==> src/hdl/uart_pkg.sv <==
package uart_pkg;

	localparam int OVERSAMPLE   = 16; // ticks per bit
	localparam int START_SAMPLE = 7; // mid-point of the start bit
	localparam int DIV_W        = 16;

	typedef enum logic [1:0] {
		REG_CTRL   = 2'd0,
		REG_DIV    = 2'd1,
		REG_DATA   = 2'd2,
		REG_STATUS = 2'd3
	} reg_addr_e;

	typedef enum logic [1:0] {
		RX_IDLE = 2'd0,
		RX_DATA = 2'd1,
		RX_STOP = 2'd2
	} rx_state_e;

	typedef enum logic [1:0] {
		TX_IDLE  = 2'd0,
		TX_START = 2'd1,
		TX_DATA  = 2'd2,
		TX_STOP  = 2'd3
	} tx_state_e;

	typedef struct packed {
		logic             rx_en;
		logic             tx_en;
		logic [DIV_W-1:0] divisor;
	} uart_cfg_t;

	// first member lands in the msb, so rx_valid ends up in bit 0
	typedef struct packed {
		logic tx_busy;
		logic frame_err;
		logic overrun;
		logic rx_valid;
	} uart_status_t;

endpackage

==> src/hdl/uart_cfg_regs.sv <==
`timescale 1ns/10ps

module uart_cfg_regs (
	input  logic                clk_i,
	input  logic                rst_i,
	input  uart_pkg::reg_addr_e addr_i,
	input  logic                wr_i,
	input  logic                rd_i,
	input  logic [15:0]         wdata_i,
	output logic [15:0]         rdata_o,
	output uart_pkg::uart_cfg_t cfg_o,
	output logic                div_wr_o,
	output logic                tx_start_o,
	output logic [7:0]          tx_byte_o,
	input  logic                tx_busy_i,
	input  logic                rx_done_i,
	input  logic [7:0]          rx_byte_i,
	input  logic                rx_ferr_i
);
	import uart_pkg::*;

	logic         rx_valid_q;
	logic         overrun_q;
	logic         ferr_q;
	logic [7:0]   rx_data_q;
	logic         data_rd;
	logic         rx_ok;
	uart_status_t status;

	assign data_rd = rd_i && (addr_i == REG_DATA);
	assign rx_ok   = rx_done_i && !rx_ferr_i;

	always_comb begin
		status.rx_valid  = rx_valid_q;
		status.overrun   = overrun_q;
		status.frame_err = ferr_q;
		status.tx_busy   = tx_busy_i;
	end

	always_ff @(posedge clk_i) begin
		if (rst_i) begin
			cfg_o      <= '0;
			div_wr_o   <= 1'b0;
			tx_start_o <= 1'b0;
			rx_valid_q <= 1'b0;
			overrun_q  <= 1'b0;
			ferr_q     <= 1'b0;
		end else begin
			div_wr_o   <= wr_i && (addr_i == REG_DIV); // one cycle late so the new divisor is in place
			tx_start_o <= wr_i && (addr_i == REG_DATA) && !tx_busy_i && !tx_start_o;
			if (wr_i && (addr_i == REG_CTRL)) begin
				cfg_o.rx_en <= wdata_i[0];
				cfg_o.tx_en <= wdata_i[1];
			end
			if (wr_i && (addr_i == REG_DIV))
				cfg_o.divisor <= wdata_i;
			if (wr_i && (addr_i == REG_STATUS)) begin // clear sticky flags
				overrun_q <= 1'b0;
				ferr_q    <= 1'b0;
			end
			if (data_rd)
				rx_valid_q <= 1'b0;
			if (rx_ok) begin
				rx_valid_q <= 1'b1;
				if (rx_valid_q && !data_rd)
					overrun_q <= 1'b1; // old byte never read
			end
			if (rx_done_i && rx_ferr_i)
				ferr_q <= 1'b1;
		end
	end

	always_ff @(posedge clk_i) begin
		if (wr_i && (addr_i == REG_DATA) && !tx_busy_i && !tx_start_o)
			tx_byte_o <= wdata_i[7:0];
		if (rx_ok)
			rx_data_q <= rx_byte_i;
	end

	always_comb begin
		case (addr_i)
			REG_CTRL:   rdata_o = {14'd0, cfg_o.tx_en, cfg_o.rx_en};
			REG_DIV:    rdata_o = cfg_o.divisor;
			REG_DATA:   rdata_o = {8'd0, rx_data_q};
			REG_STATUS: rdata_o = {12'd0, status};
			default:    rdata_o = 16'd0;
		endcase
	end

endmodule

==> src/hdl/uart_baud_gen.sv <==
`timescale 1ns/10ps

module uart_baud_gen (
	input  logic                clk_i,
	input  logic                rst_i,
	input  uart_pkg::uart_cfg_t cfg_i,
	input  logic                div_wr_i,
	output logic                tick_o
);
	import uart_pkg::*;

	logic [DIV_W-1:0] cnt_q;

	// one tick every divisor+1 clocks
	always_ff @(posedge clk_i) begin
		if (rst_i) begin
			cnt_q  <= '0;
			tick_o <= 1'b0;
		end else if (div_wr_i) begin
			cnt_q  <= cfg_i.divisor; // restart at the new rate
			tick_o <= 1'b0;
		end else if (cnt_q == '0) begin
			cnt_q  <= cfg_i.divisor;
			tick_o <= 1'b1;
		end else begin
			cnt_q  <= cnt_q - 1'b1;
			tick_o <= 1'b0;
		end
	end

endmodule

==> src/hdl/uart_rx.sv <==
`timescale 1ns/10ps

module uart_rx (
	input  logic       clk_i,
	input  logic       rst_i,
	input  logic       rx_en_i,
	input  logic       tick_i,
	input  logic       rx_i,
	output logic [7:0] byte_o,
	output logic       done_o,
	output logic       ferr_o
);
	import uart_pkg::*;

	rx_state_e                       state_q;
	rx_state_e                       state_d;
	logic [$clog2(OVERSAMPLE)-1:0] cnt_q;
	logic [$clog2(OVERSAMPLE)-1:0] cnt_d;
	logic [2:0]                      bit_q;
	logic [2:0]                      bit_d;
	logic [7:0]                      shift_q;
	logic [7:0]                      shift_d;
	logic                            done_d;
	logic                            rx_meta;
	logic                            rx_s;

	always_ff @(posedge clk_i) begin
		if (rst_i) begin
			rx_meta <= 1'b1; // line idles high
			rx_s    <= 1'b1;
		end else begin
			rx_meta <= rx_i;
			rx_s    <= rx_meta;
		end
	end

	always_comb begin
		state_d = state_q;
		cnt_d   = cnt_q;
		bit_d   = bit_q;
		shift_d = shift_q;
		done_d  = 1'b0;
		if (rx_en_i && tick_i) begin // state frozen while disabled
			case (state_q)
				RX_IDLE: begin
					if (rx_s) begin
						cnt_d = '0; // glitch restarts the count
					end else if (int'(cnt_q) == START_SAMPLE) begin
						state_d = RX_DATA;
						cnt_d   = '0;
						bit_d   = '0;
					end else begin
						cnt_d = cnt_q + 1'b1;
					end
				end
				RX_DATA: begin
					if (int'(cnt_q) == OVERSAMPLE - 1) begin
						cnt_d   = '0;
						shift_d = {rx_s, shift_q[7:1]}; // lsb first
						bit_d   = bit_q + 1'b1;
						if (&bit_q)
							state_d = RX_STOP;
					end else begin
						cnt_d = cnt_q + 1'b1;
					end
				end
				RX_STOP: begin
					if (int'(cnt_q) == OVERSAMPLE - 1) begin
						done_d  = 1'b1;
						cnt_d   = '0;
						state_d = RX_IDLE;
					end else begin
						cnt_d = cnt_q + 1'b1;
					end
				end
				default: begin
					state_d = RX_IDLE;
				end
			endcase
		end
	end

	always_ff @(posedge clk_i) begin
		if (rst_i) begin
			state_q <= RX_IDLE;
			cnt_q   <= '0;
			bit_q   <= '0;
			done_o  <= 1'b0;
		end else begin
			state_q <= state_d;
			cnt_q   <= cnt_d;
			bit_q   <= bit_d;
			done_o  <= done_d;
		end
	end

	always_ff @(posedge clk_i) begin
		shift_q <= shift_d;
		if (done_d) begin
			byte_o <= shift_q;
			ferr_o <= ~rx_s; // stop bit must be high
		end
	end

endmodule

==> src/hdl/uart_tx.sv <==
`timescale 1ns/10ps

module uart_tx (
	input  logic       clk_i,
	input  logic       rst_i,
	input  logic       tx_en_i,
	input  logic       tick_i,
	input  logic       start_i,
	input  logic [7:0] byte_i,
	output logic       tx_o,
	output logic       busy_o
);
	import uart_pkg::*;

	tx_state_e                       state_q;
	tx_state_e                       state_d;
	logic [$clog2(OVERSAMPLE)-1:0] cnt_q;
	logic [$clog2(OVERSAMPLE)-1:0] cnt_d;
	logic [2:0]                      bit_q;
	logic [2:0]                      bit_d;
	logic [7:0]                      shift_q;
	logic [7:0]                      shift_d;
	logic                            bit_end;
	logic                            tx_d;

	assign bit_end = tick_i && (int'(cnt_q) == OVERSAMPLE - 1);
	assign busy_o  = (state_q != TX_IDLE);

	always_comb begin
		state_d = state_q;
		cnt_d   = cnt_q;
		bit_d   = bit_q;
		shift_d = shift_q;
		if (!tx_en_i) begin
			state_d = TX_IDLE; // held idle while disabled
		end else begin
			if (tick_i && state_q != TX_IDLE)
				cnt_d = cnt_q + 1'b1; // wraps to 0 at the bit end
			case (state_q)
				TX_IDLE: begin
					if (start_i) begin
						state_d = TX_START;
						shift_d = byte_i;
						cnt_d   = '0;
						bit_d   = '0;
					end
				end
				TX_START: begin
					if (bit_end)
						state_d = TX_DATA;
				end
				TX_DATA: begin
					if (bit_end) begin
						shift_d = {1'b0, shift_q[7:1]};
						bit_d   = bit_q + 1'b1;
						if (&bit_q)
							state_d = TX_STOP;
					end
				end
				TX_STOP: begin
					if (bit_end)
						state_d = TX_IDLE;
				end
				default: begin
					state_d = TX_IDLE;
				end
			endcase
		end
	end

	always_comb begin
		case (state_d)
			TX_START: tx_d = 1'b0;
			TX_DATA:  tx_d = shift_d[0];
			default:  tx_d = 1'b1; // idle and stop
		endcase
	end

	always_ff @(posedge clk_i) begin
		if (rst_i) begin
			state_q <= TX_IDLE;
			cnt_q   <= '0;
			bit_q   <= '0;
			tx_o    <= 1'b1;
		end else begin
			state_q <= state_d;
			cnt_q   <= cnt_d;
			bit_q   <= bit_d;
			tx_o    <= tx_d;
		end
	end

	always_ff @(posedge clk_i) begin
		shift_q <= shift_d;
	end

endmodule

==> src/hdl/uart_top.sv <==
`timescale 1ns/10ps

module uart_top (
	input  logic                clk_i,
	input  logic                rst_i,
	input  uart_pkg::reg_addr_e addr_i,
	input  logic                wr_i,
	input  logic                rd_i,
	input  logic [15:0]         wdata_i,
	output logic [15:0]         rdata_o,
	input  logic                rx_i,
	output logic                tx_o
);
	import uart_pkg::*;

	uart_cfg_t  cfg;
	logic       div_wr;
	logic       tick;
	logic       tx_start;
	logic [7:0] tx_byte;
	logic       tx_busy;
	logic       rx_done;
	logic [7:0] rx_byte;
	logic       rx_ferr;

	uart_cfg_regs u_regs (
		.clk_i      (clk_i),
		.rst_i      (rst_i),
		.addr_i     (addr_i),
		.wr_i       (wr_i),
		.rd_i       (rd_i),
		.wdata_i    (wdata_i),
		.rdata_o    (rdata_o),
		.cfg_o      (cfg),
		.div_wr_o   (div_wr),
		.tx_start_o (tx_start),
		.tx_byte_o  (tx_byte),
		.tx_busy_i  (tx_busy),
		.rx_done_i  (rx_done),
		.rx_byte_i  (rx_byte),
		.rx_ferr_i  (rx_ferr)
	);

	uart_baud_gen u_baud (
		.clk_i    (clk_i),
		.rst_i    (rst_i),
		.cfg_i    (cfg),
		.div_wr_i (div_wr),
		.tick_o   (tick)
	);

	uart_rx u_rx (
		.clk_i   (clk_i),
		.rst_i   (rst_i),
		.rx_en_i (cfg.rx_en),
		.tick_i  (tick),
		.rx_i    (rx_i),
		.byte_o  (rx_byte),
		.done_o  (rx_done),
		.ferr_o  (rx_ferr)
	);

	uart_tx u_tx (
		.clk_i   (clk_i),
		.rst_i   (rst_i),
		.tx_en_i (cfg.tx_en),
		.tick_i  (tick),
		.start_i (tx_start),
		.byte_i  (tx_byte),
		.tx_o    (tx_o),
		.busy_o  (tx_busy)
	);

endmodule

==> config.mk <==
export PLATFORM = sky130hd
export DESIGN_NAME = uart_top
export DESIGN_NICKNAME = d
export VERILOG_FILES = /design/src/hdl/uart_pkg.sv /design/src/hdl/uart_cfg_regs.sv /design/src/hdl/uart_baud_gen.sv /design/src/hdl/uart_rx.sv /design/src/hdl/uart_tx.sv /design/src/hdl/uart_top.sv
export SDC_FILE = /design/constraint.sdc
export NUM_CORES = 1
export LEC_CHECK = 0
export BUFFER_PORTS_ARGS = -buffer_cell sky130_fd_sc_hd__buf_2
export CAP_MARGIN = 5
export CORE_MARGIN = 2
export CORE_UTILIZATION = 50
export DETAILED_ROUTE_END_ITERATION = 8
export PLACE_DENSITY = 0.69
export SLEW_MARGIN = 20
export SYNTH_ARGS = -nofsm -noshare
export SYNTH_HDL_FRONTEND = slang
export SYNTH_SLANG_ARGS = --single-unit
==> constraint.sdc <==
create_clock -name clk_i -period 2.9 [get_ports clk_i]
set_clock_uncertainty 0.2 [all_clocks]
set_input_delay 0.145 -clock clk_i [delete_from_list [all_inputs] [get_ports clk_i]]
set_output_delay 0.145 -clock clk_i [all_outputs]
set_load 0.01 [all_outputs]
=== Word-level counts from Yosys, hierarchy flattened ===
Cells that the tools add are included.

* Bits in registers: 103
* Input port bits: 23
* Output and inout bits: 17
* Word-level logic and storage cells: 135

* $add $sub $neg: 5
* Eq/ne operators: 20
* Muxes and demuxes: 46
* Bitwise operators: 1
* Reduce and logical (&&, ||, !) cells: 36

{| class="wikitable"
|+ Operators by type and width
! operator !! count
|-
| $pmux 16 s4 || 1
|-
| $mux 16 || 2
|-
| $mux 4 || 6
|-
| $mux 2 || 11
|-
| $logic_not 16->1 || 1
|-
| $mux 8 || 2
|-
| $pmux 8 s2 || 1
|-
| $sub 16x1->16 const B || 1
|-
| $mux 3 || 5
|-
| $logic_and 1x1->1 || 13
|-
| $eq 2x2->1 const B || 6
|-
| $mux 1 || 12
|-
| $pmux 3 s2 || 2
|-
| $reduce_bool 2->1 || 6
|-
| $ne 2x1->1 const B || 5
|-
| $reduce_and 3->1 || 3
|-
| $add 4x1->4 const B || 2
|-
| $eq 2x1->1 const B || 4
|-
| $eq 4x1->1 const B || 2
|-
| $pmux 2 s4 || 1
|-
| $pmux 4 s2 || 1
|-
| $add 3x1->3 const B || 2
|-
| $logic_not 2->1 || 3
|-
| $pmux 2 s3 || 1
|-
| 10 further kinds || 15
|}

=== Depth between registers and ports, before layout ===
* Depth after elaboration: 7
* Depth in mapped cells: 9
* Mapped depth without buffers: 6

=== By module ===
A second synthesis with hierarchy kept.

* Cells, all modules: 426
* Area, all modules: 4775.8 sq um

{| class="wikitable"
|+ By module, submodules not included
! module !! times used !! cells an instance !! area an instance (sq um) !! sequential area each (sq um)
|-
| uart_cfg_regs || 1 || 137 || 1702.9 || 940.9
|-
| uart_rx || 1 || 97 || 1237.4 || 750.7
|-
| uart_baud_gen || 1 || 105 || 930.9 || 340.3
|-
| uart_tx || 1 || 87 || 904.6 || 430.4
|}

=== Worst setup path before layout ===
OpenSTA, ideal clock, no wires.

* Kind: register to register
* Start: reg u_baud.cnt_q[0]
* End: reg u_baud.cnt_q[2]
* Setup time: 80 ps
* Arrival: 2277 ps
* Data required time: 2620 ps
* Slack: 343 ps
* Stages on the path, launching flop included: 10
* Cell sequence: dfxtp_1 -> inv_1 -> ha_1 -> or4b_2 -> or4_4 -> buf_6 -> and2_4 -> buf_6 -> buf_12 -> a211oi_2

* Word-level cells in the longest chain between the ends: 3
* Elaborated cells on any way between the ends: 4
* Classes of those cells: add/sub: 1; mux: 2; reduce/logical: 1

{| class="wikitable"
|+ Ends and longest elaborated chain
! element !! line !! source
|-
| from (decl) || uart_baud_gen.sv:12 || <nowiki>logic [DIV_W-1:0] cnt_q;</nowiki>
|-
| from (signal assigned) || uart_baud_gen.sv:20 || <nowiki>cnt_q <= cfg_i.divisor;</nowiki>
|-
| from (signal assigned) || uart_baud_gen.sv:23 || <nowiki>cnt_q <= cfg_i.divisor;</nowiki>
|-
| from (signal assigned) || uart_baud_gen.sv:26 || <nowiki>cnt_q <= cnt_q - 1'b1;</nowiki>
|-
| $sub 16x1->16 or $logic_not 16->1 (tied branches) || uart_baud_gen.sv:26, uart_baud_gen.sv:22 ||
|-
| $mux 16 * || uart_baud_gen.sv:22 || <nowiki>end else if (cnt_q == '0) begin</nowiki>
|-
| $mux 16 * || uart_baud_gen.sv:19 || <nowiki>end else if (div_wr_i) begin</nowiki>
|}

Mark *: on every way between the ends. The rest lies on a longest branch, timed or not.
A chain may end at the register's enable or synchronous reset.

=== Worst setup path after layout ===
* Start: reg u_baud.cnt_q[0]
* End: reg u_baud.cnt_q[0]

Same word-level chain as after synthesis.

==> impl_results.md <==
- # IOs: 40
- Post-synth top flop: dfxtp_1
- Final nets: 503
- Syn Area/Cell: 10.7 um^2
- Worst flop-to-flop path startpoint: u_baud.cnt_q[0]$_SDFF_PP0_
- FMAX: 377 MHz
- CP Cell Sequence: inv_1 > ha_1 > or4b_2 > or4_4 > and2_4 > a211oi_1
- Std-Cell Rows: 34
- Worst relative slew slack: 58.1%
- Mapped Area: about 4500 um^2
- Cells after Synth: about 420
- Overall routing resource usage: between 10% and 20%
- CP Data Arrival Time: 2730 ps
- First-pass GRT wire length: 15200 um
- Die X: approximately 99 um
- PostCTS Resize Cnt: 0
- Initial antenna violation count: 0
- Async set-or-reset flop fraction in the synthesized netlist: 0%
- Max-cap viol count: 0
- Warnings from Yosys: 0
- Syn nets: around 460
- Commonest non-fill, non-tap cell in the layout: dfxtp_1
- GRT overflow: 0
- RSZ-0062 raised after global routing: no
- Worst hold path class: in -> reg
- Number of synthesized register bits: 103
- Status: finished clean
- Worst Setup Start Kind: register
- Reg clk slew, reported paths: roughly 110 ps
- 1st-iter DRT viols: between 150 and 200
- Tot Pwr: ~3300 uW
- Core footprint: between 8000 and 9000 um^2
- Setup Viol. Count Final: 0
- Commonest non-fill, non-tap cells in the layout: dfxtp_1 (63), nand2_1 (46), a21oi_1 (44)
- Drt first pass iters: 5
- Worst hold slack: around 28 ps
- Clk_lat worst skew: approximately 380 ps
- Minimum clock period: 2650 ps
- Die Ht: around 99 um
- CP top delay family: simple AND/OR/NAND/NOR gates
- Ratio of cells with drive above 1 in the final layout: around 18%
- TritonCTS Buffers: 9
- Antenna Nets Post-Route: 0
- Via count: 3227
- Leakage: just under 0.002 uW
- Clock root cell: clkbuf_8
- Post-synthesis sequential area ratio: 54.6%
- Post-synthesis cell type count: 58
- Dpl hpwl: 6290 um
- PortBufs: 39
- Initial Util: slightly above 50%
- Delay of the slowest cell on the worst path: slightly above 600 ps
- Area after DPL: approximately 4700 um^2
- Average wire per standard cell: between 15 and 20 um
- GP Congestion: approximately 0.79
- Fin crit share: 91.4%
- CTS H-tree depth: 3
- Routed WL: 9170 um
- PwrDens: 640 nW/um^2
- CTS tree: yes
- Ant diodes: 0
- Worst setup path start: u_baud.cnt_q[0]$_SDFF_PP0_
- Clk sinks: between 100 and 150
- Vias per inst: roughly 5.6
- Crit Path Class: reg -> reg
- Setup TNS: 0 ps
- Fin util: ~59%
- Worst slew pin tran: ~630 ps
- Slew Viols, Final: 0
- Crit. End Element: register
- Crit-path max FO: 18
- Die ar.: about 10000 um^2
- Worst EP required: between 2000 and 3000 ps
- DRC viols: 0
- Number of flops mapped to enable cells by yosys: 40
- Peak VDD IR: between 0.0003 and 0.0004 V
- Hold_sp: addr_i[0]
- Hold Fails Final Rpt: 0
- Final Cell Area: 5140 um^2
- Crit path buf inv count: 1
- Area growth, synth to finish: 13.9%
- Slowest cell on crit path: or4_4
- Pin count of the biggest net entering global routing: 33
- Number of global-route vias before repair: between 3000 and 4000
- Clk buf depth: 2
stage by stage:
step                      cells  setup WS (ps)
final                       581            250
after global routing        581            126
after CTS                   581            289
after detailed placement    545            314
after global placement      545            359
after floorplan             422            343
layout make-up:
class	instances	area [um^2]
clock buffers	9	124
clock inverters	7	86.3
fillers	739	3580
inverters	9	33.8
multi-input cells	284	1880
flip-flops and latches	103	2460
well taps	108	135
repair buffers	61	410
worst reg2reg max path, stage by stage, from the launching register on:
cell and delay, ps:
dfxtp_1 350, inv_1 90, ha_1 140, or4b_2 610, or4_4 630, and2_4 290, a211oi_1 260
cells in the mapped netlist (2+ instances only):
cell | instances | area (um^2)
nor3_1 | 9 | 45.0
xor2_1 | 5 | 43.8
mux2i_1 | 7 | 70.1
a311oi_1 | 3 | 26.3
a211oi_2 | 10 | 125
nand4b_1 | 3 | 26.3
a211oi_1 | 5 | 37.5
buf_1 | 2 | 7.51
mux4_2 | 2 | 45.0
a21bo_2 | 2 | 20.0
nand3b_1 | 3 | 22.5
ha_1 | 12 | 150
inv_1 | 9 | 33.8
o31ai_1 | 2 | 15.0
dfxtp_1 | 63 | 1260
o21ai_0 | 8 | 40.0
and3_1 | 2 | 12.5
or4b_2 | 3 | 30.0
nor2b_1 | 8 | 50.1
nand2_1 | 46 | 173
and2_0 | 2 | 12.5
nor4_1 | 4 | 25.0
clkbuf_1 | 20 | 75.1
a22o_1 | 12 | 105
or2_2 | 5 | 31.3
a21oi_1 | 44 | 220
and2_1 | 17 | 106
buf_6 | 2 | 22.5
nor2_1 | 24 | 90.1
nand2b_1 | 3 | 18.8
edfxtp_1 | 40 | 1200
xnor2_1 | 9 | 78.8
or4_1 | 4 | 30.0
nand3_1 | 5 | 25.0
nand4_1 | 2 | 12.5
or3_1 | 3 | 18.8
layer usage:
metal	vias up	global-route usage, %	routed length, um
met5	-	0	0
met4	0	4.85	76
met3	6	5.18	359
met2	54	30.8	4270
met1	1543	27.1	4460
li1	1624	-	-
report_power, final:
part	leakage, uW	total, uW	internal, uW	switching, uW
Clock	0.000104	909	346	563
Combinational	0.000963	699	328	370
Sequential	0.000888	1680	1590	90.1
Total	0.00195	3290	2270	1020
registers in the layout (all words and copies together) (netlist names), 4 cells and up:
signal            cells
u_tx.shift_q          8
u_regs.rx_data_q      8
u_rx.shift_q          8
u_tx.cnt_q            4
u_regs.tx_byte_o      8
u_rx.cnt_q            4
u_rx.byte_o           8
u_baud.cnt_q         16
u_regs.cfg_o         18
kinds of logic after synthesis:
kind of cell	count (synthesis)	synth area share [%]
buf+inv	35	3.63
flops	103	54.6
xor+xnor	14	2.72
fa+ha+maj	12	3.33
compound gates	98	15.3
simple gates	150	17.6
mux	10	2.80
path summary, 6_finish.rpt:
kind	to	slack (ps)	cells past startpoint
worst max-delay path	u_baud.cnt_q[0]$_SDFF_PP0_	250	6
worst min-delay path	u_regs.overrun_q$_SDFF_PP0_	30	4
worst max register to register	u_baud.cnt_q[0]$_SDFF_PP0_	250	6
worst min register to register	u_regs.rx_data_q[2]$_DFFE_PP_	210	0
repair_timing:
item / CTS / global route
hold buffers: 20 / 0
endpoints found under the hold margin: 30 / 0
setup buffers: 0 / 0
(Power assumes the default switching activity.)
